--- src/verilog/usb_ep_settings.svh ---
`ifndef USB_EP_SETTINGS_SVH
`define USB_EP_SETTINGS_SVH

// Bytes per packet chunk, a power of two
// 512 for high speed, kept small for simulation
`define USB_EP_MAX_PACKET 8

// Bytes stored per endpoint FIFO
// Power of two, at least twice the packet length
`define USB_EP_FIFO_DEPTH 32

// Bulk IN endpoints sharing the encoder link
`define USB_EP_COUNT 2

`endif

--- src/verilog/usb_ep_pkg.sv ---
`include "usb_ep_settings.svh"

package usb_ep_pkg;

  // One data byte on either stream
  typedef logic [7:0] byte_t;

  // FIFO fill level, one extra bit so full and empty differ
  typedef logic [$clog2(`USB_EP_FIFO_DEPTH):0] level_t;

  // Byte index within one packet chunk
  typedef logic [$clog2(`USB_EP_MAX_PACKET)-1:0] count_t;

  // Source side of the endpoint
  typedef enum logic [1:0] {
    RX_HALT,
    RX_RECV,
    RX_FULL
  } rx_state_t;

  // Encoder side of the endpoint
  typedef enum logic [2:0] {
    TX_IDLE,
    TX_SEND,
    TX_WAIT,
    TX_NONE,
    TX_REDO
  } tx_state_t;

endpackage

--- src/verilog/usb_link_pkg.sv ---
package usb_link_pkg;

  // Endpoint number from an IN token
  typedef logic [3:0] ep_num_t;

  // Outcome of an IN transaction as seen by the host
  typedef enum logic [1:0] {
    HS_NONE,
    HS_ACK,
    HS_TIMEOUT
  } hs_t;

endpackage
--- src/verilog/ep_bulk_in.sv ---
`include "usb_ep_settings.svh"

module ep_bulk_in (
  input  logic              clock,
  input  logic              rst_i,

  input  logic              set_conf_i,
  input  logic              clr_conf_i,

  input  logic              selected_i,
  input  logic              ack_recv_i,
  input  logic              timedout_i,

  output logic              ep_ready_o,
  output logic              stalled_o,
  output logic              parity_o,

  input  logic              s_tvalid_i,
  output logic              s_tready_o,
  input  logic              s_tlast_i,
  input  usb_ep_pkg::byte_t s_tdata_i,

  output logic              m_tvalid_o,
  input  logic              m_tready_i,
  output logic              m_tkeep_o,
  output logic              m_tlast_o,
  output usb_ep_pkg::byte_t m_tdata_o
);

  localparam usb_ep_pkg::count_t CMAX    = '1;
  localparam usb_ep_pkg::level_t MAX_LVL = usb_ep_pkg::level_t'(`USB_EP_MAX_PACKET);
  // Highest level that still leaves room for one full chunk
  localparam usb_ep_pkg::level_t FULL_LVL =
      usb_ep_pkg::level_t'(`USB_EP_FIFO_DEPTH - `USB_EP_MAX_PACKET);

  usb_ep_pkg::rx_state_t rx_q;
  usb_ep_pkg::tx_state_t tx_q;
  usb_ep_pkg::tx_state_t tx_d;
  usb_ep_pkg::count_t    rcount_q;
  usb_ep_pkg::count_t    scount_q;
  usb_ep_pkg::level_t    level_w;

  logic set_q, par_q, zdp_q, owed_q, full_q;
  logic clear_w, rx_open_w, fifo_tready_w, fifo_tvalid_w, fifo_tlast_w, fifo_rd_w;
  logic wr_w, save_w, tok_w, next_w, redo_w, beat_w, zdp_set_w;

  // Any configuration change empties the FIFO
  assign clear_w    = rst_i || set_conf_i || clr_conf_i;
  assign stalled_o  = !set_q;
  assign parity_o   = par_q;
  assign ep_ready_o = fifo_tvalid_w || zdp_q;

  // Source stays blocked while a ZDP is owed, so the owed ZDP follows its frame
  assign rx_open_w  = rx_q == usb_ep_pkg::RX_RECV && !owed_q;
  assign s_tready_o = fifo_tready_w && rx_open_w;
  assign wr_w       = s_tvalid_i && s_tready_o;
  assign save_w     = wr_w && (s_tlast_i || rcount_q == CMAX);

  // Token alone, as opposed to a handshake routed to this endpoint
  assign tok_w  = selected_i && !ack_recv_i && !timedout_i;
  assign next_w = tx_q == usb_ep_pkg::TX_WAIT && selected_i && ack_recv_i;
  assign redo_w = tx_q == usb_ep_pkg::TX_WAIT && selected_i && timedout_i;

  // ZDP due once the ACKed full chunk was the last one of its frame
  assign zdp_set_w = next_w && !zdp_q && full_q && owed_q && level_w == MAX_LVL;

  assign m_tvalid_o = (tx_q == usb_ep_pkg::TX_SEND && fifo_tvalid_w) ||
                      tx_q == usb_ep_pkg::TX_NONE;
  assign m_tlast_o  = (tx_q == usb_ep_pkg::TX_SEND && fifo_tlast_w) ||
                      tx_q == usb_ep_pkg::TX_NONE;
  // ZDP beat carries no byte
  assign m_tkeep_o  = tx_q == usb_ep_pkg::TX_SEND;
  assign fifo_rd_w  = tx_q == usb_ep_pkg::TX_SEND && m_tready_i;
  assign beat_w     = fifo_rd_w && fifo_tvalid_w;

  // Configured flag
  always_ff @(posedge clock) begin
    if (rst_i || clr_conf_i) begin
      set_q <= 1'b0;
    end else if (set_conf_i) begin
      set_q <= 1'b1;
    end
  end

  // DATA0/1 toggle, restarts at DATA0 on configuration
  always_ff @(posedge clock) begin
    if (rst_i || set_conf_i) begin
      par_q <= 1'b0;
    end else if (next_w) begin
      par_q <= !par_q;
    end
  end

  // Receive counter, owed ZDP and receive FSM
  always_ff @(posedge clock) begin
    if (rst_i || clr_conf_i) begin
      rx_q     <= usb_ep_pkg::RX_HALT;
      rcount_q <= '0;
      owed_q   <= 1'b0;
    end else if (set_conf_i) begin
      rx_q     <= usb_ep_pkg::RX_RECV;
      rcount_q <= '0;
      owed_q   <= 1'b0;
    end else begin
      if (wr_w) begin
        rcount_q <= save_w ? '0 : rcount_q + 1'b1;
      end
      // Frame ended exactly on a chunk boundary
      if (save_w && s_tlast_i && rcount_q == CMAX) begin
        owed_q <= 1'b1;
      end else if (zdp_set_w) begin
        owed_q <= 1'b0;
      end
      case (rx_q)
        // Stop after a chunk that leaves less than a full chunk free
        usb_ep_pkg::RX_RECV: begin
          if (save_w && level_w >= FULL_LVL) begin
            rx_q <= usb_ep_pkg::RX_FULL;
          end
        end
        // Level only falls on ACK
        usb_ep_pkg::RX_FULL: begin
          if (level_w <= FULL_LVL) begin
            rx_q <= usb_ep_pkg::RX_RECV;
          end
        end
        default: rx_q <= rx_q;
      endcase
    end
  end

  // Transmit FSM next state
  always_comb begin
    tx_d = tx_q;
    case (tx_q)
      usb_ep_pkg::TX_IDLE: begin
        if (tok_w && zdp_q) begin
          tx_d = usb_ep_pkg::TX_NONE;
        end else if (tok_w && fifo_tvalid_w) begin
          tx_d = usb_ep_pkg::TX_SEND;
        end
      end
      usb_ep_pkg::TX_SEND: begin
        if (beat_w && fifo_tlast_w) begin
          tx_d = usb_ep_pkg::TX_WAIT;
        end
      end
      // Waiting for the host handshake
      usb_ep_pkg::TX_WAIT: begin
        if (next_w) begin
          tx_d = usb_ep_pkg::TX_IDLE;
        end else if (redo_w) begin
          tx_d = usb_ep_pkg::TX_REDO;
        end
      end
      // Single ZDP beat
      usb_ep_pkg::TX_NONE: begin
        if (m_tready_i) begin
          tx_d = usb_ep_pkg::TX_WAIT;
        end
      end
      // Rewound, resend the same packet on the next token
      usb_ep_pkg::TX_REDO: begin
        if (tok_w) begin
          tx_d = zdp_q ? usb_ep_pkg::TX_NONE : usb_ep_pkg::TX_SEND;
        end
      end
      default: tx_d = usb_ep_pkg::TX_IDLE;
    endcase
    if (!set_q) begin
      tx_d = usb_ep_pkg::TX_IDLE;
    end
  end

  // Transmit state, send counter and ZDP flag
  always_ff @(posedge clock) begin
    if (clear_w) begin
      tx_q     <= usb_ep_pkg::TX_IDLE;
      scount_q <= '0;
      full_q   <= 1'b0;
      zdp_q    <= 1'b0;
    end else begin
      tx_q <= tx_d;
      if (beat_w) begin
        scount_q <= fifo_tlast_w ? '0 : scount_q + 1'b1;
        // Remember whether the chunk just sent was full length
        if (fifo_tlast_w) begin
          full_q <= scount_q == CMAX;
        end
      end
      if (zdp_set_w) begin
        zdp_q <= 1'b1;
      end else if (next_w) begin
        zdp_q <= 1'b0;
      end
    end
  end

  packet_fifo u_fifo (
    .clock     (clock),
    .rst_i     (clear_w),
    .save_i    (save_w),
    .redo_i    (redo_w),
    .next_i    (next_w),
    .level_o   (level_w),
    .s_tvalid_i(s_tvalid_i && rx_open_w),
    .s_tlast_i (s_tlast_i),
    .s_tdata_i (s_tdata_i),
    .s_tready_o(fifo_tready_w),
    .m_tvalid_o(fifo_tvalid_w),
    .m_tready_i(fifo_rd_w),
    .m_tlast_o (fifo_tlast_w),
    .m_tdata_o (m_tdata_o)
  );

endmodule

--- src/verilog/ep_tx_arbiter.sv ---
`include "usb_ep_settings.svh"

module ep_tx_arbiter (
  input  logic                                  clock,
  input  logic                                  rst_i,

  input  logic                                  token_i,
  input  usb_link_pkg::ep_num_t                 token_ep_i,
  input  logic                                  ack_i,
  input  logic                                  timeout_i,

  output logic [`USB_EP_COUNT-1:0]              ep_selected_o,
  output logic [`USB_EP_COUNT-1:0]              ep_ack_o,
  output logic [`USB_EP_COUNT-1:0]              ep_timeout_o,

  input  logic [`USB_EP_COUNT-1:0]              ep_tvalid_i,
  input  logic [`USB_EP_COUNT-1:0]              ep_tkeep_i,
  input  logic [`USB_EP_COUNT-1:0]              ep_tlast_i,
  input  usb_ep_pkg::byte_t [`USB_EP_COUNT-1:0] ep_tdata_i,
  output logic [`USB_EP_COUNT-1:0]              ep_tready_o,
  input  logic [`USB_EP_COUNT-1:0]              ep_parity_i,

  output logic                                  m_tvalid_o,
  input  logic                                  m_tready_i,
  output logic                                  m_tkeep_o,
  output logic                                  m_tlast_o,
  output usb_ep_pkg::byte_t                     m_tdata_o,
  output logic                                  parity_o
);

  usb_link_pkg::ep_num_t owner_q;
  usb_link_pkg::hs_t     hs_w;

  // Owner follows the last token, all ones means no owner
  always_ff @(posedge clock) begin
    if (rst_i) begin
      owner_q <= '1;
    end else if (token_i) begin
      owner_q <= token_ep_i;
    end
  end

  // ACK wins if both strobes show up together
  assign hs_w = ack_i     ? usb_link_pkg::HS_ACK :
                timeout_i ? usb_link_pkg::HS_TIMEOUT : usb_link_pkg::HS_NONE;

  // Steering, an unknown endpoint number matches no lane
  always_comb begin
    ep_selected_o = '0;
    ep_ack_o      = '0;
    ep_timeout_o  = '0;
    ep_tready_o   = '0;
    m_tvalid_o    = 1'b0;
    m_tkeep_o     = 1'b0;
    m_tlast_o     = 1'b0;
    m_tdata_o     = '0;
    parity_o      = 1'b0;
    for (int i = 0; i < `USB_EP_COUNT; i++) begin
      if (token_i && token_ep_i == usb_link_pkg::ep_num_t'(i)) begin
        ep_selected_o[i] = 1'b1;
      end
      if (owner_q == usb_link_pkg::ep_num_t'(i)) begin
        // Handshakes reach the owner as selected plus the result
        if (hs_w != usb_link_pkg::HS_NONE) begin
          ep_selected_o[i] = 1'b1;
        end
        ep_ack_o[i]     = hs_w == usb_link_pkg::HS_ACK;
        ep_timeout_o[i] = hs_w == usb_link_pkg::HS_TIMEOUT;
        ep_tready_o[i]  = m_tready_i;
        m_tvalid_o      = ep_tvalid_i[i];
        m_tkeep_o       = ep_tkeep_i[i];
        m_tlast_o       = ep_tlast_i[i];
        m_tdata_o       = ep_tdata_i[i];
        parity_o        = ep_parity_i[i];
      end
    end
  end

endmodule

--- src/verilog/packet_fifo.sv ---
`include "usb_ep_settings.svh"

module packet_fifo (
  input  logic               clock,
  input  logic               rst_i,

  input  logic               save_i,
  input  logic               redo_i,
  input  logic               next_i,
  output usb_ep_pkg::level_t level_o,

  input  logic               s_tvalid_i,
  input  logic               s_tlast_i,
  input  usb_ep_pkg::byte_t  s_tdata_i,
  output logic               s_tready_o,

  output logic               m_tvalid_o,
  input  logic               m_tready_i,
  output logic               m_tlast_o,
  output usb_ep_pkg::byte_t  m_tdata_o
);

  localparam int ABITS = $clog2(`USB_EP_FIFO_DEPTH);
  localparam usb_ep_pkg::level_t DEPTH_LVL = usb_ep_pkg::level_t'(`USB_EP_FIFO_DEPTH);

  usb_ep_pkg::byte_t data_mem [`USB_EP_FIFO_DEPTH];
  logic              last_mem [`USB_EP_FIFO_DEPTH];

  // Write, committed, packet start and read pointers
  // All carry a wrap bit above the address
  usb_ep_pkg::level_t wr_q;
  usb_ep_pkg::level_t cm_q;
  usb_ep_pkg::level_t st_q;
  usb_ep_pkg::level_t rd_q;

  logic wr_w;
  logic avail_w;
  logic fetch_w;

  // Space is held until the packet is released by next
  assign level_o    = wr_q - st_q;
  assign s_tready_o = level_o < DEPTH_LVL;
  assign wr_w       = s_tvalid_i && s_tready_o;

  // Only committed bytes are offered to the reader
  assign avail_w = rd_q != cm_q;
  assign fetch_w = avail_w && (!m_tvalid_o || m_tready_i);

  // Byte store with its last flag
  always_ff @(posedge clock) begin
    if (wr_w) begin
      data_mem[wr_q[ABITS-1:0]] <= s_tdata_i;
      // A chunk cut at full length still ends with last
      last_mem[wr_q[ABITS-1:0]] <= s_tlast_i || save_i;
    end
  end

  // Write side pointers
  always_ff @(posedge clock) begin
    if (rst_i) begin
      wr_q <= '0;
      cm_q <= '0;
    end else if (wr_w) begin
      wr_q <= wr_q + 1'b1;
      // Save marks the byte being written as the chunk end
      if (save_i) begin
        cm_q <= wr_q + 1'b1;
      end
    end
  end

  // Read side pointers and output valid
  always_ff @(posedge clock) begin
    if (rst_i) begin
      rd_q       <= '0;
      st_q       <= '0;
      m_tvalid_o <= 1'b0;
    end else if (redo_i) begin
      // Replay from the start of the unacknowledged chunk
      rd_q       <= st_q;
      m_tvalid_o <= 1'b0;
    end else begin
      // Output register may already hold the next chunk's first byte
      if (next_i) begin
        st_q <= m_tvalid_o ? rd_q - 1'b1 : rd_q;
      end
      if (fetch_w) begin
        rd_q       <= rd_q + 1'b1;
        m_tvalid_o <= 1'b1;
      end else if (m_tready_i) begin
        m_tvalid_o <= 1'b0;
      end
    end
  end

  // Output payload register
  always_ff @(posedge clock) begin
    if (fetch_w) begin
      m_tdata_o <= data_mem[rd_q[ABITS-1:0]];
      m_tlast_o <= last_mem[rd_q[ABITS-1:0]];
    end
  end

endmodule

--- src/verilog/usb_in_top.sv ---
`include "usb_ep_settings.svh"

module usb_in_top (
  input  logic                     clock,
  input  logic                     rst_i,

  input  logic                     token_i,
  input  usb_link_pkg::ep_num_t    token_ep_i,
  input  logic                     ack_i,
  input  logic                     timeout_i,
  input  logic                     set_conf_i,
  input  logic                     clr_conf_i,

  input  logic                     ep0_s_tvalid_i,
  output logic                     ep0_s_tready_o,
  input  logic                     ep0_s_tlast_i,
  input  usb_ep_pkg::byte_t        ep0_s_tdata_i,

  input  logic                     ep1_s_tvalid_i,
  output logic                     ep1_s_tready_o,
  input  logic                     ep1_s_tlast_i,
  input  usb_ep_pkg::byte_t        ep1_s_tdata_i,

  output logic                     m_tvalid_o,
  input  logic                     m_tready_i,
  output logic                     m_tkeep_o,
  output logic                     m_tlast_o,
  output usb_ep_pkg::byte_t        m_tdata_o,
  output logic                     parity_o,

  output logic [`USB_EP_COUNT-1:0] ep_ready_o,
  output logic [`USB_EP_COUNT-1:0] stalled_o
);

  // Per endpoint lanes between endpoints and arbiter
  logic [`USB_EP_COUNT-1:0] sel_w, ack_w, tmo_w;
  logic [`USB_EP_COUNT-1:0] tvalid_w, tready_w, tkeep_w, tlast_w, parity_w;
  usb_ep_pkg::byte_t [`USB_EP_COUNT-1:0] tdata_w;

  ep_bulk_in ep0 (
    .clock     (clock),
    .rst_i     (rst_i),
    .set_conf_i(set_conf_i),
    .clr_conf_i(clr_conf_i),
    .selected_i(sel_w[0]),
    .ack_recv_i(ack_w[0]),
    .timedout_i(tmo_w[0]),
    .ep_ready_o(ep_ready_o[0]),
    .stalled_o (stalled_o[0]),
    .parity_o  (parity_w[0]),
    .s_tvalid_i(ep0_s_tvalid_i),
    .s_tready_o(ep0_s_tready_o),
    .s_tlast_i (ep0_s_tlast_i),
    .s_tdata_i (ep0_s_tdata_i),
    .m_tvalid_o(tvalid_w[0]),
    .m_tready_i(tready_w[0]),
    .m_tkeep_o (tkeep_w[0]),
    .m_tlast_o (tlast_w[0]),
    .m_tdata_o (tdata_w[0])
  );

  ep_bulk_in ep1 (
    .clock     (clock),
    .rst_i     (rst_i),
    .set_conf_i(set_conf_i),
    .clr_conf_i(clr_conf_i),
    .selected_i(sel_w[1]),
    .ack_recv_i(ack_w[1]),
    .timedout_i(tmo_w[1]),
    .ep_ready_o(ep_ready_o[1]),
    .stalled_o (stalled_o[1]),
    .parity_o  (parity_w[1]),
    .s_tvalid_i(ep1_s_tvalid_i),
    .s_tready_o(ep1_s_tready_o),
    .s_tlast_i (ep1_s_tlast_i),
    .s_tdata_i (ep1_s_tdata_i),
    .m_tvalid_o(tvalid_w[1]),
    .m_tready_i(tready_w[1]),
    .m_tkeep_o (tkeep_w[1]),
    .m_tlast_o (tlast_w[1]),
    .m_tdata_o (tdata_w[1])
  );

  ep_tx_arbiter u_arb (
    .clock        (clock),
    .rst_i        (rst_i),
    .token_i      (token_i),
    .token_ep_i   (token_ep_i),
    .ack_i        (ack_i),
    .timeout_i    (timeout_i),
    .ep_selected_o(sel_w),
    .ep_ack_o     (ack_w),
    .ep_timeout_o (tmo_w),
    .ep_tvalid_i  (tvalid_w),
    .ep_tkeep_i   (tkeep_w),
    .ep_tlast_i   (tlast_w),
    .ep_tdata_i   (tdata_w),
    .ep_tready_o  (tready_w),
    .ep_parity_i  (parity_w),
    .m_tvalid_o   (m_tvalid_o),
    .m_tready_i   (m_tready_i),
    .m_tkeep_o    (m_tkeep_o),
    .m_tlast_o    (m_tlast_o),
    .m_tdata_o    (m_tdata_o),
    .parity_o     (parity_o)
  );

endmodule

--- config.mk ---
export PLATFORM = sky130hd
export DESIGN_NAME = usb_in_top
export DESIGN_NICKNAME = d
export VERILOG_FILES = /design/src/verilog/usb_ep_pkg.sv /design/src/verilog/usb_link_pkg.sv /design/src/verilog/ep_bulk_in.sv /design/src/verilog/ep_tx_arbiter.sv /design/src/verilog/packet_fifo.sv /design/src/verilog/usb_in_top.sv
export VERILOG_INCLUDE_DIRS = /design/src /design/src/verilog
export SDC_FILE = /design/constraint.sdc
export NUM_CORES = 1
export LEC_CHECK = 0
export BUFFER_PORTS_ARGS = -buffer_cell sky130_fd_sc_hd__buf_2
export CAP_MARGIN = 20
export CORE_ASPECT_RATIO = 0.75
export CORE_UTILIZATION = 40
export CTS_CLUSTER_SIZE = 16
export DETAILED_ROUTE_END_ITERATION = 12
export PLACE_DENSITY = 0.56
export SETUP_SLACK_MARGIN = 0.02
export SLEW_MARGIN = 30
export SYNTH_ARGS = -nofsm -noshare
export SYNTH_HDL_FRONTEND = slang
export SYNTH_SLANG_ARGS = --single-unit
--- constraint.sdc ---
create_clock -name clock -period 9.2 [get_ports clock]
set_input_delay 0.46 -clock clock [delete_from_list [all_inputs] [get_ports clock]]
set_output_delay 0.46 -clock clock [all_outputs]
set_load 0.02 [all_outputs]
==> key figures <==
Status
  – Status: complete, no violations

Placement
  – GP Congestion: 0.827
  – I/O Buffers: 49
  – HPWL Detailed: 41800 um

Clock network
  – CTS root buffer: clkbuf_16
  – CTS Sinks: 679
  – CTS tree: yes
  – CTS resizes: 0
  – H-Tree Depth: 3
  – Post-CTS setup buffers: 0
  – Max clock buf depth: 3
  – Clock Pin Slew Worst Setup and Hold Paths: 60 ps
  – Total CTS buffers: 71
  – Latest clock arrival within the worst-skew pair: 610 ps
  – Hold-fix buffers, CTS: 0

Synth
  – Syn Std Cell Area: 0.0280 mm^2
  – Ys flop type: edfxtp_1
  – Post-synth EDFFs: 594
  – Post-synthesis cell type count: 65
  – Synth warnings: 0
  – Yosys reg bits: 679
  – Post-Syn Nets: 1628
  – Post-synth top cells: edfxtp_1, mux4_2, nor2_1
  – Synth top area share: 63.7%
  – Asr flop ratio synth: 0%
  – Mapped Cells: 1560
  – Synth area leaders: edfxtp_1, mux4_2, dfxtp_1, ha_1, nor2_1
  – Synth Area per Inst: 18.0 um^2
  – Largest area contributor in the netlist: edfxtp_1
  – Count leader, synth: edfxtp_1
  – Sequential fraction of the synthesis area: 69.7%

Worst hold path
  – Worst min path class: in2reg
  – Hold depth: 2
  – Min-delay src: token_ep_i[3]

Power and ir drop
  – Max VDD drop: 0.110 mV
  – Pleak: 9.76 nW
  – Pwr Density: 202 mW/mm^2

Timing
  – Final setup violation count: 0
  – F_max: 0.238 GHz
  – Tcrit/Tclk final: 45.8%
  – Minimum clock period after layout: 4210 ps
  – Max-slew violations: 0
  – Sum Neg Setup Slack: 0 ps
  – Measured slew at the worst slew-check pin: 945 ps
  – Headroom to the max-slew limit: 36.9%
  – RSZ-0062 raised after global routing: false
  – Final hold violation count: 0
  – Fin Clk Skew: 24.9 ps

Worst setup path
  – R2r worst-path depth: 7
  – Top delay family on crit path: simple AND/OR/NAND/NOR gates
  – Crit end category: flip-flop
  – Critical path type: reg2reg
  – Reg-to-reg endpoint: ep1.u_fifo.data_mem[16][3]
  – Worst-path fanout max: 16
  – FF-to-FF Start: ep1.u_fifo.wr_q[3]
  – CP Buf/Inv Count: 0
  – Cell mode on critical path: a21o_1
  – CP required: 9430 ps
  – Max incr delay on CP: 850 ps
  – Levels on crit path: 7
  – CP cell instances: ha_1 > a21o_1 > a21o_1 > o21ai_1 > and3_1 > nand2_1 > nor2_1
  – Critical Path Sink: ep1.u_fifo.data_mem[16][3]
  – Flop2flop setup slack: 4990 ps
  – Startpoint Class: flip-flop
  – WP data arrival: 4440 ps
  – CP Launch Point: ep1.u_fifo.wr_q[3]
  – Critical path's slowest cell: dfxtp_1

Floorplanning
  – Die width: 308 um
  – Die Height: 231 um
  – Initial Utilization: 40.7%
  – Core Region: 0.0689 mm^2
  – IO Count: 50
  – Std-Cell Rows: 83
  – Die area: 0.0711 mm^2

Layout
  – Reg area: 0.0196 mm^2
  – Fill cells: 5822
  – Final net count: 1678
  – Share of cells above drive strength 1: 24.4%
  – Final Core Density: 46.1%
  – Area of the multi-input gates: 0.00803 mm^2
  – Area Overhead vs Synth: 13.3%

Global routing
  – Pin count of the biggest net entering global routing: 65
  – Initial antenna violation count: 3
  – Global-route wire length before repair: 97300 um
  – Number of global-route vias before repair: 14400
  – Tot GR Track Use: 18.7%
  – Congestion Overflow GR: 0

Route
  – Via density: 5.54
  – # DRC: 0
  – Drt total wl: 64800 um
  – Detail Route Antenna Nets: 0
  – Routed len/inst: 24.9 um
  – Initial DRC count: 1367
  – Routed vias: 14400
  – First drt pass iteration count: 5

Flow run
  – Max-cap violations: 0
## kinds of logic after synthesis
logic type / synth area share [%]
XOR/XNOR: 1.88
multiplexers: 15.6
adder cells (fa/ha/maj): 1.66
AND/OR/NAND/NOR: 5.66
flip-flops: 69.7
buffers and inverters: 1.94
AO/OA/AOI/OAI: 3.49
## placed cells by master, fill, tap and decap left out, types with 16 or more instances in the layout
master     Yosys  routed
edfxtp_1     594     594
mux4_2       180     180
nor2_1        94      94
dfxtp_1       85      80
clkbuf_16      0      72
nand2_1       50      50
buf_2         11      49
inv_1         40      40
xnor2_1       39      39
ha_1          34      34
a21oi_1       33      33
and3_1        29      28
a211oi_1      26      26
nand3_1       24      24
xor2_1        21      21
nor3_1        21      19
mux2_2        18      18
buf_4          8      17
nor2b_1       17      16
o21ai_0       16      16
clkinv_1       0      16
## routing by layer
layer  global-route usage (%)  vias up  wire (um)
li1                         -     6330          -
met1                     29.4     7572      31600
met2                     25.2      423      26800
met3                     5.53       89       5210
met4                     4.26        2       1180
met5                        0        -         10
## area by class of cell
type / instances / area share [%]
Antenna cell: 1 / 0.00788
Clock buffer: 84 / 5.82
Clock inverter: 44 / 1.68
Inverter: 40 / 0.473
Multi-Input combinational cell: 748 / 25.3
Sequential cell: 679 / 61.6
Tap cell: 935 / 3.69
Timing Repair Buffer: 70 / 1.45
## worst register-to-register path: stages, from the launching register on
cell and delay, ps:
dfxtp_1 850, ha_1 440, a21o_1 220, a21o_1 190, o21ai_1 230, and3_1 590
nand2_1 520, nor2_1 800
## report_power, final
part | total (mW) | switching, mW | internal (mW) | leakage (nW)
clock network | 2.95 | 1.18 | 1.77 | 1.16
logic | 0.104 | 0.0805 | 0.0239 | 2.57
registers | 3.36 | 0.00529 | 3.35 | 6.03
## how the worst min path moves through the flow
stage,slack [ps],end
2_1_floorplan,440,ep0.rcount_q[1]
3_3_place_gp,440,ep0.rcount_q[1]
3_5_place_dp,460,ep1.zdp_q
4_1_cts,50,u_arb.owner_q[3]
5_1_grt,60,u_arb.owner_q[3]
6_report,80,u_arb.owner_q[3]
## registers in the layout (all words and copies together) (netlist names), 2 cells and up
name,count
ep1.u_fifo.wr_q,6
ep0.tx_q,3
ep0.u_fifo.data_mem,256
ep1.u_fifo.st_q,6
ep1.rx_q,2
ep0.u_fifo.st_q,6
ep1.rcount_q,3
ep1.u_fifo.last_mem,32
ep0.u_fifo.m_tdata_o,8
ep0.rx_q,2
ep0.u_fifo.wr_q,6
ep0.scount_q,3
ep1.tx_q,3
ep0.u_fifo.cm_q,6
u_arb.owner_q,4
ep1.scount_q,3
ep0.u_fifo.rd_q,6
ep0.u_fifo.last_mem,32
ep1.u_fifo.cm_q,6
ep1.u_fifo.data_mem,256
ep1.u_fifo.m_tdata_o,8
ep1.u_fifo.rd_q,6
ep0.rcount_q,3
## metrics by stage
step / power [mW] / setup WS, ps / instances / instance area, um^2 / hold slack, ps
2_1_floorplan: 3.46 / 6020 / 1560 / 28000 / 436
3_3_place_gp: 3.52 / 5110 / 2469 / 29200 / 442
3_5_place_dp: 3.53 / 5040 / 2471 / 29300 / 455
4_1_cts: 6.47 / 5030 / 2599 / 31700 / 46.7
5_1_grt: 6.59 / 4770 / 2600 / 31700 / 55.7
6_report: 6.41 / 4990 / 2601 / 31700 / 83.4
No activity file was read; power rests on OpenSTA's default activity.
